[src/common/cache_config.svh]
`ifndef CACHE_CONFIG_SVH
`define CACHE_CONFIG_SVH

// words held by the single line
`define LINE_WORDS 16

// bytes in one bus word
`define BYTES_PER_WORD 4

// depth of the backing memory in words
`define MEM_WORDS 1024

// cycles from the start of a burst to its first beat, at least 1
`define MEM_LATENCY 2

`endif
[src/common/cbus_pkg.sv]
`default_nettype none

package cbus_pkg;

    // burst length is 2 ** order beats
    typedef logic [3:0] cbus_order_t;

endpackage

`default_nettype wire

[src/common/sramx_pkg.sv]
`default_nettype none

package sramx_pkg;

    // data word on the cpu port
    typedef logic [31:0] word_t;

    typedef logic [7:0] byte_t;

    // byte address, split into tag, word offset and byte index by the user
    typedef logic [31:0] addr_t;

    // access size code
    typedef logic [1:0] size_t;

    localparam size_t size_byte = 2'd0;
    localparam size_t size_half = 2'd1;
    localparam size_t size_word = 2'd2;

    // one enable bit per byte of a word
    typedef logic [3:0] strobe_t;

endpackage

`default_nettype wire

[src/line_buffer/line_buffer.sv]
`default_nettype none

`include "cache_config.svh"

module line_buffer (
    input  wire logic                   clk,
    input  wire logic                   resetn,

    input  wire logic                   sramx_req,
    input  wire logic                   sramx_wr,
    input  wire sramx_pkg::addr_t       sramx_addr,
    input  wire sramx_pkg::size_t       sramx_size,
    input  wire sramx_pkg::word_t       sramx_wdata,
    output logic                        sramx_addr_ok,
    output logic                        sramx_data_ok,
    output sramx_pkg::word_t            sramx_rdata,

    output logic                        cbus_valid,
    output logic                        cbus_is_write,
    output cbus_pkg::cbus_order_t       cbus_order,
    output sramx_pkg::addr_t            cbus_addr,
    output sramx_pkg::word_t            cbus_wdata,
    input  wire logic                   cbus_okay,
    input  wire logic                   cbus_last,
    input  wire sramx_pkg::word_t       cbus_rdata
);

    localparam int offset_bits = $clog2(`LINE_WORDS);
    localparam int align_bits  = $clog2(`BYTES_PER_WORD);
    localparam int tag_bits    = $bits(sramx_pkg::addr_t) - offset_bits - align_bits;

    typedef logic [offset_bits-1:0] offset_t;
    typedef logic [align_bits-1:0]  align_t;
    typedef logic [tag_bits-1:0]    tag_t;

    typedef enum logic [1:0] {
        s_idle,
        s_read,
        s_write
    } state_t;

    // line state
    state_t             state;
    logic               valid;
    logic               dirty;
    tag_t               tag;
    offset_t            offset;
    sramx_pkg::word_t   line [`LINE_WORDS];

    // request held over a miss
    logic               saved_wr;
    sramx_pkg::addr_t   saved_addr;
    sramx_pkg::size_t   saved_size;
    sramx_pkg::word_t   saved_wdata;

    tag_t               req_tag;
    offset_t            req_offset;
    align_t             req_index;
    tag_t               saved_tag;
    offset_t            saved_offset;
    align_t             saved_index;
    sramx_pkg::strobe_t req_strb;
    sramx_pkg::strobe_t saved_strb;
    logic               tag_hit;
    logic               offset_hit;
    logic               hit;
    logic               miss;

    function automatic sramx_pkg::word_t merge_word(
        input sramx_pkg::word_t     old_word,
        input sramx_pkg::word_t     new_word,
        input sramx_pkg::strobe_t   strobe
    );
        sramx_pkg::byte_t [`BYTES_PER_WORD-1:0] old_bytes;
        sramx_pkg::byte_t [`BYTES_PER_WORD-1:0] new_bytes;
        sramx_pkg::byte_t [`BYTES_PER_WORD-1:0] merged;
        old_bytes = old_word;
        new_bytes = new_word;
        for (int j = 0; j < `BYTES_PER_WORD; j++) begin
            merged[j] = strobe[j] ? new_bytes[j] : old_bytes[j];
        end
        return sramx_pkg::word_t'(merged);
    endfunction

    assign {req_tag, req_offset, req_index}       = sramx_addr;
    assign {saved_tag, saved_offset, saved_index} = saved_addr;

    assign tag_hit    = valid && tag == req_tag;
    assign offset_hit = offset == saved_offset;
    assign hit        = state == s_idle && sramx_req && tag_hit;
    assign miss       = state == s_idle && sramx_req && !tag_hit;

    strobe_translator req_strb_i (
        .size   (sramx_size),
        .offset (req_index),
        .strobe (req_strb)
    );

    strobe_translator saved_strb_i (
        .size   (saved_size),
        .offset (saved_index),
        .strobe (saved_strb)
    );

    always_ff @(posedge clk) begin
        if (resetn) begin
            state  <= s_idle;
            valid  <= 1'b0;
            dirty  <= 1'b0;
            offset <= '0;
        end else begin
            unique case (state)
                s_idle: begin
                    if (hit && sramx_wr) begin
                        dirty <= 1'b1;
                    end else if (miss) begin
                        // write back first if the line holds unsaved data
                        if (dirty) begin
                            state  <= s_write;
                            offset <= '0;
                        end else begin
                            state  <= s_read;
                            offset <= req_offset;
                        end
                    end
                end
                s_read: begin
                    // offset wraps with the burst
                    if (cbus_okay) begin
                        offset <= offset + offset_t'(1);
                    end
                    if (cbus_last) begin
                        state <= s_idle;
                        valid <= 1'b1;
                        dirty <= saved_wr;
                        tag   <= saved_tag;
                    end
                end
                s_write: begin
                    if (cbus_last) begin
                        state  <= s_read;
                        offset <= saved_offset;
                    end else if (cbus_okay) begin
                        offset <= offset + offset_t'(1);
                    end
                end
                default: begin
                    state <= s_idle;
                end
            endcase
        end
    end

    always_ff @(posedge clk) begin
        if (hit && sramx_wr) begin
            line[req_offset] <= merge_word(line[req_offset], sramx_wdata, req_strb);
        end else if (state == s_read && cbus_okay) begin
            // a saved write lands on top of its refill beat
            if (saved_wr && offset_hit) begin
                line[offset] <= merge_word(cbus_rdata, saved_wdata, saved_strb);
            end else begin
                line[offset] <= cbus_rdata;
            end
        end

        if (miss) begin
            saved_wr    <= sramx_wr;
            saved_addr  <= sramx_addr;
            saved_size  <= sramx_size;
            saved_wdata <= sramx_wdata;
        end
    end

    // cpu side
    assign sramx_addr_ok = state == s_idle;
    assign sramx_data_ok = hit || (state == s_read && cbus_okay && offset_hit);
    assign sramx_rdata   = state == s_idle ? line[req_offset] : cbus_rdata;

    // bus side
    assign cbus_valid    = state != s_idle;
    assign cbus_is_write = state == s_write;
    assign cbus_order    = cbus_pkg::cbus_order_t'(offset_bits);
    assign cbus_wdata    = line[offset];
    assign cbus_addr     = state == s_write ?
        {tag, offset_t'(0), align_t'(0)} :
        {saved_tag, saved_offset, align_t'(0)};

endmodule

`default_nettype wire

[src/line_buffer/strobe_translator.sv]
`default_nettype none

module strobe_translator (
    input  wire sramx_pkg::size_t   size,
    input  wire logic [1:0]         offset,
    output sramx_pkg::strobe_t      strobe
);

    always_comb begin
        unique case (size)
            sramx_pkg::size_byte: begin
                strobe = sramx_pkg::strobe_t'(4'b0001 << offset);
            end
            sramx_pkg::size_half: begin
                // halfwords sit on even byte positions
                strobe = offset[1] ? 4'b1100 : 4'b0011;
            end
            sramx_pkg::size_word: begin
                strobe = 4'b1111;
            end
            default: begin
                strobe = 4'b1111;
            end
        endcase
    end

endmodule

`default_nettype wire

[config.mk]
export PLATFORM = sky130hd
export DESIGN_NAME = line_buffer
export DESIGN_NICKNAME = d
export VERILOG_FILES = /design/src/common/cbus_pkg.sv /design/src/common/sramx_pkg.sv /design/src/line_buffer/line_buffer.sv /design/src/line_buffer/strobe_translator.sv
export VERILOG_INCLUDE_DIRS = /design/src /design/src/common
export SDC_FILE = /design/constraint.sdc
export NUM_CORES = 1
export LEC_CHECK = 0
export ABC_AREA = 1
export BUFFER_PORTS_ARGS = -buffer_cell sky130_fd_sc_hd__buf_2
export CAP_MARGIN = 30
export CORE_MARGIN = 10
export CORE_UTILIZATION = 35
export CTS_CLUSTER_SIZE = 16
export DETAILED_ROUTE_END_ITERATION = 12
export PLACE_DENSITY = 0.57
export REMOVE_ABC_BUFFERS = 1
export SLEW_MARGIN = 25
export SYNTH_ARGS = -nofsm -noshare
export SYNTH_HDL_FRONTEND = slang
export SYNTH_SLANG_ARGS = --single-unit
[constraint.sdc]
create_clock -name clk -period 9.81 [get_ports clk]
set_input_delay 0 -clock clk [delete_from_list [all_inputs] [get_ports clk]]
set_output_delay 0 -clock clk [all_outputs]
set_load 0.05 [all_outputs]
# After elaboration in Yosys (flattened, before gate mapping)
# Memories as Yosys holds them, arrays and structs flattened. A register that Yosys moved wholly into a read port is not among the register bits.
# Index checks and enable logic that the tools add are counted.
dict set report word_totals {
  ramBits 512
  mem_count 1
  output_inout_bits 104
  word_cells 93
  in_bits 104
  ff_bits 101
}
dict set report op_classes {
  mux 45
  n_eq_ne 11
  n_shift 2
  n_bitwise 2
  reduce_logical 22
  add_sub_neg 1
}
# memory depth word_bits read_ports rd_clocked_by_memory_dff write_ports line_no
set mem_list {}
lappend mem_list {line 16 32 2 1 1 line_buffer.sv:48} ;# sramx_pkg::word_t line [`LINE_WORDS];
# cell n
set op_table {}
lappend op_table {{two-way mux 32 bit} 4}
lappend op_table {{two-way mux 8 bit} 8}
lappend op_table {{two-way mux 4 bit} 10}
lappend op_table {{OR reduction 32 bit} 1}
lappend op_table {{equality test 26 bit} 1}
lappend op_table {{case mux 4 bit (2 select lines)} 2}
lappend op_table {{two-way mux 1 bit} 13}
lappend op_table {{case mux 4 bit (3 select lines)} 1}
lappend op_table {{two-way mux 2 bit} 5}
lappend op_table {{AND reduction 3 bit} 3}
lappend op_table {{logical AND 1 bit} 8}
lappend op_table {{<< shifter 1 x 2 -> 4 bit, first input constant} 2}
lappend op_table {{equality test 2 x 1 -> 1 bit, second input constant} 3}
lappend op_table {{logical NOT 2 bit} 3}
lappend op_table {{!= test 2 x 1 -> 1 bit, second input constant} 3}
lappend op_table {{case mux 2 bit (3 select lines)} 1}
lappend op_table {{adder 4 x 1 -> 4 bit, second input constant} 1}
lappend op_table {{equality test 4 bit} 1}
lappend op_table {{!= test 2 bit, second input constant} 2}
lappend op_table {{AND reduction 4 bit} 1}
lappend op_table {{nonzero test 2 bit} 2}
lappend op_table {{nonzero test 3 bit} 1}
lappend op_table {{equality test 2 bit, second input constant} 1}
lappend op_table {{case mux 1 bit (2 select lines)} 1}
lappend op_table {{other kinds (5)} 5}

# Longest topological paths before layout
# Gate-level depths: netlist (run 1).
dict set report depth {
  depth_word 9
  depth_mapped 15
}

# Cells and area by module
# From an unflattened synthesis (run 1), not the netlist that was laid out.
dict set report unflattened {
  cells_unflattened 3275
  hier_area_um2 30909.6
}
# module cells_each n_inst area_per_inst_um2
set modules_own_cells {}
lappend modules_own_cells {line_buffer 3251 1 30809.5}
lappend modules_own_cells {strobe_translator 12 2 50.0}

# Least setup slack after synthesis (run 1)
# Ideal clock, no wire load.
dict set report synth_timing {
  kind {reg-to-reg}
  from {register state[0]}
  to {register with a tool-made name}
  t_required_ns 9.694
  arrival_time_ns 4.684
  slack_ns 5.010
  n_path_buf 0
  path_stages_with_launch 10
  cell_sequence {dfxtp_1 inv_1 ha_1 nand2_1 nor2_1 nor2_1 nor2_1 nand2_1 nand2_1 nor2_1}
}
# item line_no
set synth_rtl {}
lappend synth_rtl {{start, declared} line_buffer.sv:43} ;# state_t state;
lappend synth_rtl {{start signal, assigned} line_buffer.sv:107} ;# state <= s_idle;
lappend synth_rtl {{start signal, assigned} line_buffer.sv:119} ;# state <= s_write;
lappend synth_rtl {{start signal, assigned} line_buffer.sv:122} ;# state <= s_read;

# Final worst setup path (run 1)
dict set report layout_timing {
  from {register state[0]}
  to {memory line[8][22] (netlist name) (enable)}
}
dict set report layout_via {
  elab_chain_len 9
  elab_cells_between_ends 18
  cone_classes {eq/ne: 1; mux: 10; bitwise: 1; reduce/logical: 6}
}
# item line_no
set layout_lines {}
lappend layout_lines {{logical NOT 2 bit} line_buffer.sv:90} ;# assign hit = state == s_idle && sramx_req && tag_hit;
lappend layout_lines {{logical AND 1 bit (2 in a row)} line_buffer.sv:90}
lappend layout_lines {{logical AND 1 bit} line_buffer.sv:155} ;# if (hit && sramx_wr) begin
lappend layout_lines {{two-way mux 1 bit} line_buffer.sv:155}
lappend layout_lines {{two-way mux 1 bit, on equally long branches} {line_buffer.sv:160, line_buffer.sv:162}}
lappend layout_lines {{OR 1 bit (no line)} --}
lappend layout_lines {{OR reduction 32 bit (no line)} --}
lappend layout_lines {{two-way mux 4 bit (no line) or two-way mux 1 bit (tied branches)} --}
lappend layout_lines {{end, declared} line_buffer.sv:48}
# Several ways; a longest one is shown, not always the timed one.

==> results of run 1 <==
## per-stage QoR
| stage | cell area [um2] | hold slack (ps) | power (mW) | setup slack (ps) |
|---|---|---|---|---|
| final | 36170 | -2.392 | 9.226 | 5614 |
| after global routing | 36170 | 14.43 | 9.650 | 5337 |
| after CTS | 36070 | 0.7691 | 9.264 | 5285 |
| after detailed placement | 32950 | 191.0 | 6.549 | 5592 |
| after global placement | 32920 | 192.2 | 6.533 | 5598 |
| after floorplan | 29770 | 69.07 | 5.511 | -76.89 |
## power groups by stage
stage	Sequential [mW]	Combinational, mW	Clock (mW)
finish	3.32	3.23	2.68
global route	3.33	3.48	2.83
CTS	3.32	3.22	2.73
detailed placement	3.37	3.18	0
global placement	3.37	3.17	0
floorplan	3.52	1.99	0
## cell type report
class,instances,area (um2)
repair buffers,356,2430
well taps,1155,1445
flip-flops and latches,617,18420
multi-input cells,1976,10170
fillers,8460,50850
inverters,363,1365
clock buffers,88,1924
clock inverters,44,415.4
## cell families after synthesis
group	count (synthesis)
compound gates	1210
simple gates	746
flops	617
buf+inv	605
xor+xnor	9
fa+ha+maj	5
other cells	2
## worst min-delay path: cells and delay by family
family,cells,cell delay [ps]
AOI/OAI and AO/OA,2,340
buffers and inverters,1,100
## state kept, by name, summed over array words and instances (netlist names), 2 cells and up, named ones only
signal / count
saved_addr: 32
offset: 4
tag: 26
line: 512
saved_size: 2
state: 2
saved_wdata: 32
## routing by layer
layer / global-route usage / wire length (um) / vias to the layer above
met4: 0.07856 / 4112 / 6
met5: 0 / 39 / -
li1: - / - / 11800
met1: 0.2711 / 42800 / 12060
met2: 0.3251 / 48560 / 1290
met3: 0.04843 / 10410 / 222
## cells in the mapped netlist, drive strengths merged
cell type / number
a21oi: 335
a22o: 1
a22oi: 4
a31oi: 28
and2: 1
buf: 104
clkbuf: 138
clkinv: 2
conb: 2
dfxtp: 12
edfxtp: 605
ha: 5
inv: 361
nand2: 375
nand3: 162
nand4: 2
nor2: 204
nor3: 2
o211ai: 118
o21ai: 637
o221ai: 79
o22ai: 7
o31ai: 1
xnor2: 5
xor2: 4
## worst min path at each step
stage,start,to,slack [ps],depth (start not counted)
after floorplan,resetn,state[0],70,1
after global placement,sramx_wdata[7],saved_wdata[7],190,1
after detailed placement,sramx_wdata[16],saved_wdata[16],190,1
after CTS,cbus_rdata[23],line[14][23],0.8,4
after global routing,cbus_rdata[22],line[10][22],10,3
final,cbus_rdata[22],line[10][22],-2,3
## repair_timing
| action | 4_1_cts | 5_1_grt |
|---|---|---|
| endpoints found under the hold margin | 204 | 6 |
| endpoints found under the setup margin | 0 | 0 |
| hold buffers | 78 | 2 |
| setup buffers | 0 | 0 |
==> flow_summary.yaml, run 1 <==
outcome:
  status: "finished with violations"
  violations: "negative hold slack"
route:
  dr.pass1.iters: 6
  wl_per_cell_um: 23.03
  ant_nets: 0
  viasPerCell: 5.517
  drt_iter0_markers: 2856
  drc: 0
  drt-total-wl_mm: 105.9
  num_vias: 25370
cts:
  post_cts_resized: 0
  cts.sinks: 617
  cts-buffers-inserted: 73
  cts_buffer_depth: 3
  clkTransAtPathRegs_ps: 60
  clock_latency_ps: 640
  cts_tree: "built"
  h-tree-depth: 3
  clock-root-buffer: "clkbuf_16"
cells_and_area:
  n_antenna_cell: 0
  final_nets: 3496
  finalNonFillerCells: 4599
  syn2layout_area_growth_pct: 17.39
  drive_gt1_frac: 0.1307
  mostFrequentLayoutCells: "605 x o21ai_0, 605 x edfxtp_1, 369 x nand2_1"
  final_core_utilization: 0.4157
die:
  ios: 208
  core-area_um2: 87020
  die_h_um: 316.7
  std_cell_rows: 108
  start_util: 0.3541
  die_area_um2: 100300
  die_x_um: 316.7
timing:
  relSlewSlack: 0.3125
  fin_setup_tns_ps: 0
  period_minus_slack_ps: 4196
  slew_violations: 0
  finalClockSkew_ps: 29.48
  worst_slew_pin_slew_ps: 1031
  fmax_ghz: 0.2383
  hold_violations: 4
  rsz0062_at_grt: "false"
  min_period_over_period: 0.4277
  holdWs_ps: -2.392
  setup_viol: 0
worst_setup_path:
  critPathLaunchType: "flip-flop"
  reg2reg_to: "line[8][22]"
  timing.critical_path.to: "line[8][22]"
  critPathSlowestCell: "ha_4"
  crit_path_frequent_cell: "nand2_1"
  cp_max_fo: 67
  arrival_ps: 4450
  crit_type: "flip-flop to flip-flop"
  r2r-start: "state[0]"
  r2r_setup_slack_ps: 5610
  crit_path_max_incr_delay_ps: 810
  cp_num_cells: 11
  endpoint_kind: "flip-flop"
  critPathBufInv: 3
  worstPathCellList: "inv_1, ha_4, nand2_1, inv_1, nand3_4, nand2_4, nand2_1, o21ai_0, nand2_1, nor2_4, buf_4"
  crit_family: "simple AND/OR/NAND/NOR gates"
  worstRegToRegCells: 11
  worstPathRequired_ps: 10070
  crit_start: "state[0]"
logic_synthesis:
  synth_fa_ha_area_frac: 0.002030
  synth_area_leader_cell: "edfxtp_1"
  syn_area_per_cell_um2: 9.648
  netlist_area_um2: 30820
  synth.distinct_cells: 39
  ys_warn_count: 0
  synth_seq_cells: 617
  synthTopCellsByArea: "edfxtp_1 59%, o21ai_0 9.9%, a21oi_1 5.4%"
  synth_xor_xnor_area_share: 0.002558
  synth_compound_area_frac: 0.2192
  syn-instance-count: 3194
  synthMuxAreaShare: 0
  synth_top_family_by_area: "compound AO/OA/AOI/OAI gates"
  synth_top_area_frac: 0.5895
  seq_area_frac_synth: 0.5973
  yosys.area_share.simple: 0.09996
power_and_ir_drop:
  pwr-share-comb: 0.350
  irDropWorstVdd_uv: 170.1
  powerDensity_nw_per_um2: 255.1
  cellLeakagePower_nw: 13.26
  p_sw_mw: 3.731
  p_seq_frac: 0.359
  p_int_mw: 5.495
  pwr-share-clk: 0.291
  swShare: 0.4044
job:
  max_cap_violations: 0
grt:
  antenna_found_initial: 5
  track_usage: 0.2054
  grt_pass1_wl_mm: 155.6
  first_global_vias: 24040
  grt_max_degree: 130
  overflow: 0
placed_design:
  dp_hpwl_mm: 62.47
  gp_congestion: 0.8180
  dp_cells: 4382
  port_buffers: 201
worst_hold_path:
  hold_path_class: "input port to flip-flop"
Power figures use the tool's default switching activity.
==> run 2, diff against run 1 <==
==> constraint.sdc (replaced) <==
create_clock -name clk -period 4 [get_ports clk]
set_input_delay 0 -clock clk [delete_from_list [all_inputs] [get_ports clk]]
set_output_delay 0 -clock clk [all_outputs]
set_load 0.05 [all_outputs]
==> run 2 against run 1 <==
Combinational power is 150% higher. Clock skew about the same. Worst setup slack worse by 4800 ps. Hold slack worse by 27 ps. The flow still finishes with violations (negative hold slack). Global-route usage barely moved. Die area unchanged.
==> flow_summary.yaml, run 2 (synthesis results as in run 1) <==
outcome:
  status: "finished with violations"
  violations: "negative hold slack"
placed_design:
  gp_congestion: 0.8357
  port_buffers: 201
  dpl_cell_area_um2: 33440
  dp_cells: 4415
  dp_slack_ps: 815.0
  dp_hpwl_mm: 65.02
grt:
  overflow: 0
  grt_max_degree: 176
  track_usage: 0.2055
  grt_pass1_wl_mm: 157.2
  first_global_vias: 24080
  antenna_found_initial: 4
timing:
  period_minus_slack_ps: 3175
  relSlewSlack: 0.3727
  finalClockSkew_ps: 29.95
  hold_violations: 4
  fmax_ghz: 0.3150
  rsz0062_at_grt: "false"
  worst_slew_pin_slew_ps: 940.9
  slew_violations: 0
  setup_viol: 0
  setup_slack_ps: 825.0
  fin_setup_tns_ps: 0
  min_period_over_period: 0.7937
  holdWs_ps: -29.76
die:
  die_area_um2: 100300
  start_util: 0.3541
  std_cell_rows: 108
  core-area_um2: 87020
  die_h_um: 316.7
  die_x_um: 316.7
  ios: 208
power_and_ir_drop:
  p_total_mw: 22.25
  irDropWorstVdd_uv: 518.4
  cellLeakagePower_nw: 13.38
  powerDensity_nw_per_um2: 611.3
worst_setup_path:
  critPathLaunchType: "flip-flop"
  critPathBufInv: 2
  crit_type: "flip-flop to output port"
  r2r-start: "tag[6]"
  cp_num_cells: 5
  crit_path_max_incr_delay_ps: 760
  worstPathCellList: "inv_2, nand2_1, o22ai_1, o21ai_0, buf_2"
  crit_family: "buffers and inverters"
  worstRegToRegCells: 14
  endpoint_kind: "output port"
  critPathSlowestCell: "dfxtp_4"
  worstPathRequired_ps: 4000
  cp_max_fo: 32
  arrival_ps: 3170
cells_and_area:
  reg_top3: "line x512, saved_addr x32, saved_wdata x32"
  final_core_utilization: 0.4183
  mostFrequentLayoutCells: "608 x o21ai_0, 605 x edfxtp_1, 369 x nand2_1"
  final_common_cell: "o21ai_0"
  largest_reg_flops: 512
  drive_gt1_frac: 0.1337
  final_nets: 3523
  finalNonFillerCells: 4620
  syn2layout_area_growth_pct: 18.13
  regMostFlops: "line"
  postLayoutCellArea_um2: 36400
cts:
  cts_tree: "built"
  cts.sinks: 617
  clkTransAtPathRegs_ps: 60
  h-tree-depth: 3
  post_cts_resized: 0
  clock-root-buffer: "clkbuf_16"
  cts-buffers-inserted: 71
  cts_buffer_depth: 3
  clock_latency_ps: 620
worst_hold_path:
  min_path_cells: 3
  hold_path_class: "input port to flip-flop"
  min_from: "cbus_rdata[23]"
route:
  viasPerCell: 5.534
  wl_per_cell_um: 22.92
  num_vias: 25570
  drt_iter0_markers: 3300
  ant_nets: 0
  drt-total-wl_mm: 105.9
  dr.pass1.iters: 6
  drc: 0
job:
  max_cap_violations: 0
## run 2: changes by cell type in the layout (fill, tap and decap cells not counted), moves of 3 or more
| cell | delta |
|---|---|
| clkinvlp_4 | -4 |
| dlygate4sd3_1 | -4 |
| clkinv_2 | -6 |
| clkinv_1 | +4 |
| clkbuf_1 | +6 |
| buf_12 | +20 |
| o21ai_0 | +3 |
| buf_4 | +15 |
## run 2: area by class of cell
| class | instances | area [um2] |
|---|---|---|
| multi-input cells | 1976 | 10180 |
| clock inverters | 32 | 254.0 |
| fillers | 8421 | 50620 |
| flip-flops and latches | 617 | 18420 |
| well taps | 1155 | 1445 |
| diodes | 1 | 2.502 |
| clock buffers | 91 | 1894 |
| repair buffers | 385 | 2841 |
| inverters | 363 | 1365 |
## run 2: final timing paths
path / to / slack (ps)
min reg2reg: tag[18] / 450
max reg2reg: line[10][16] / 900
max: cbus_wdata[12] / 830
min: line[6][23] / -30
## run 2: per-layer routing
metal	global-route usage	up-vias	routed length, um
met5	0	-	21
met4	0.07045	4	3452
met3	0.03726	211	9343
met2	0.3180	1271	47800
met1	0.2876	12240	45270
li1	-	11840	-
## run 2: tightest hold or removal path, stage by stage
cell and delay, ps:
buf_2 90, o211ai_2 80, o21ai_1 220
## run 2: timing repair
item,4_1_cts,5_1_grt
setup buffers,0,0
endpoints found under the hold margin,223,8
hold buffers,73,3
## run 2: where the power goes
part           internal [mW]  leakage [nW]  total [mW]  switching (mW)
sequential              7.83          5.58        8.08           0.246
clock                   3.54          1.04        6.16            2.63
combinational           1.92          6.76        8.01            6.08
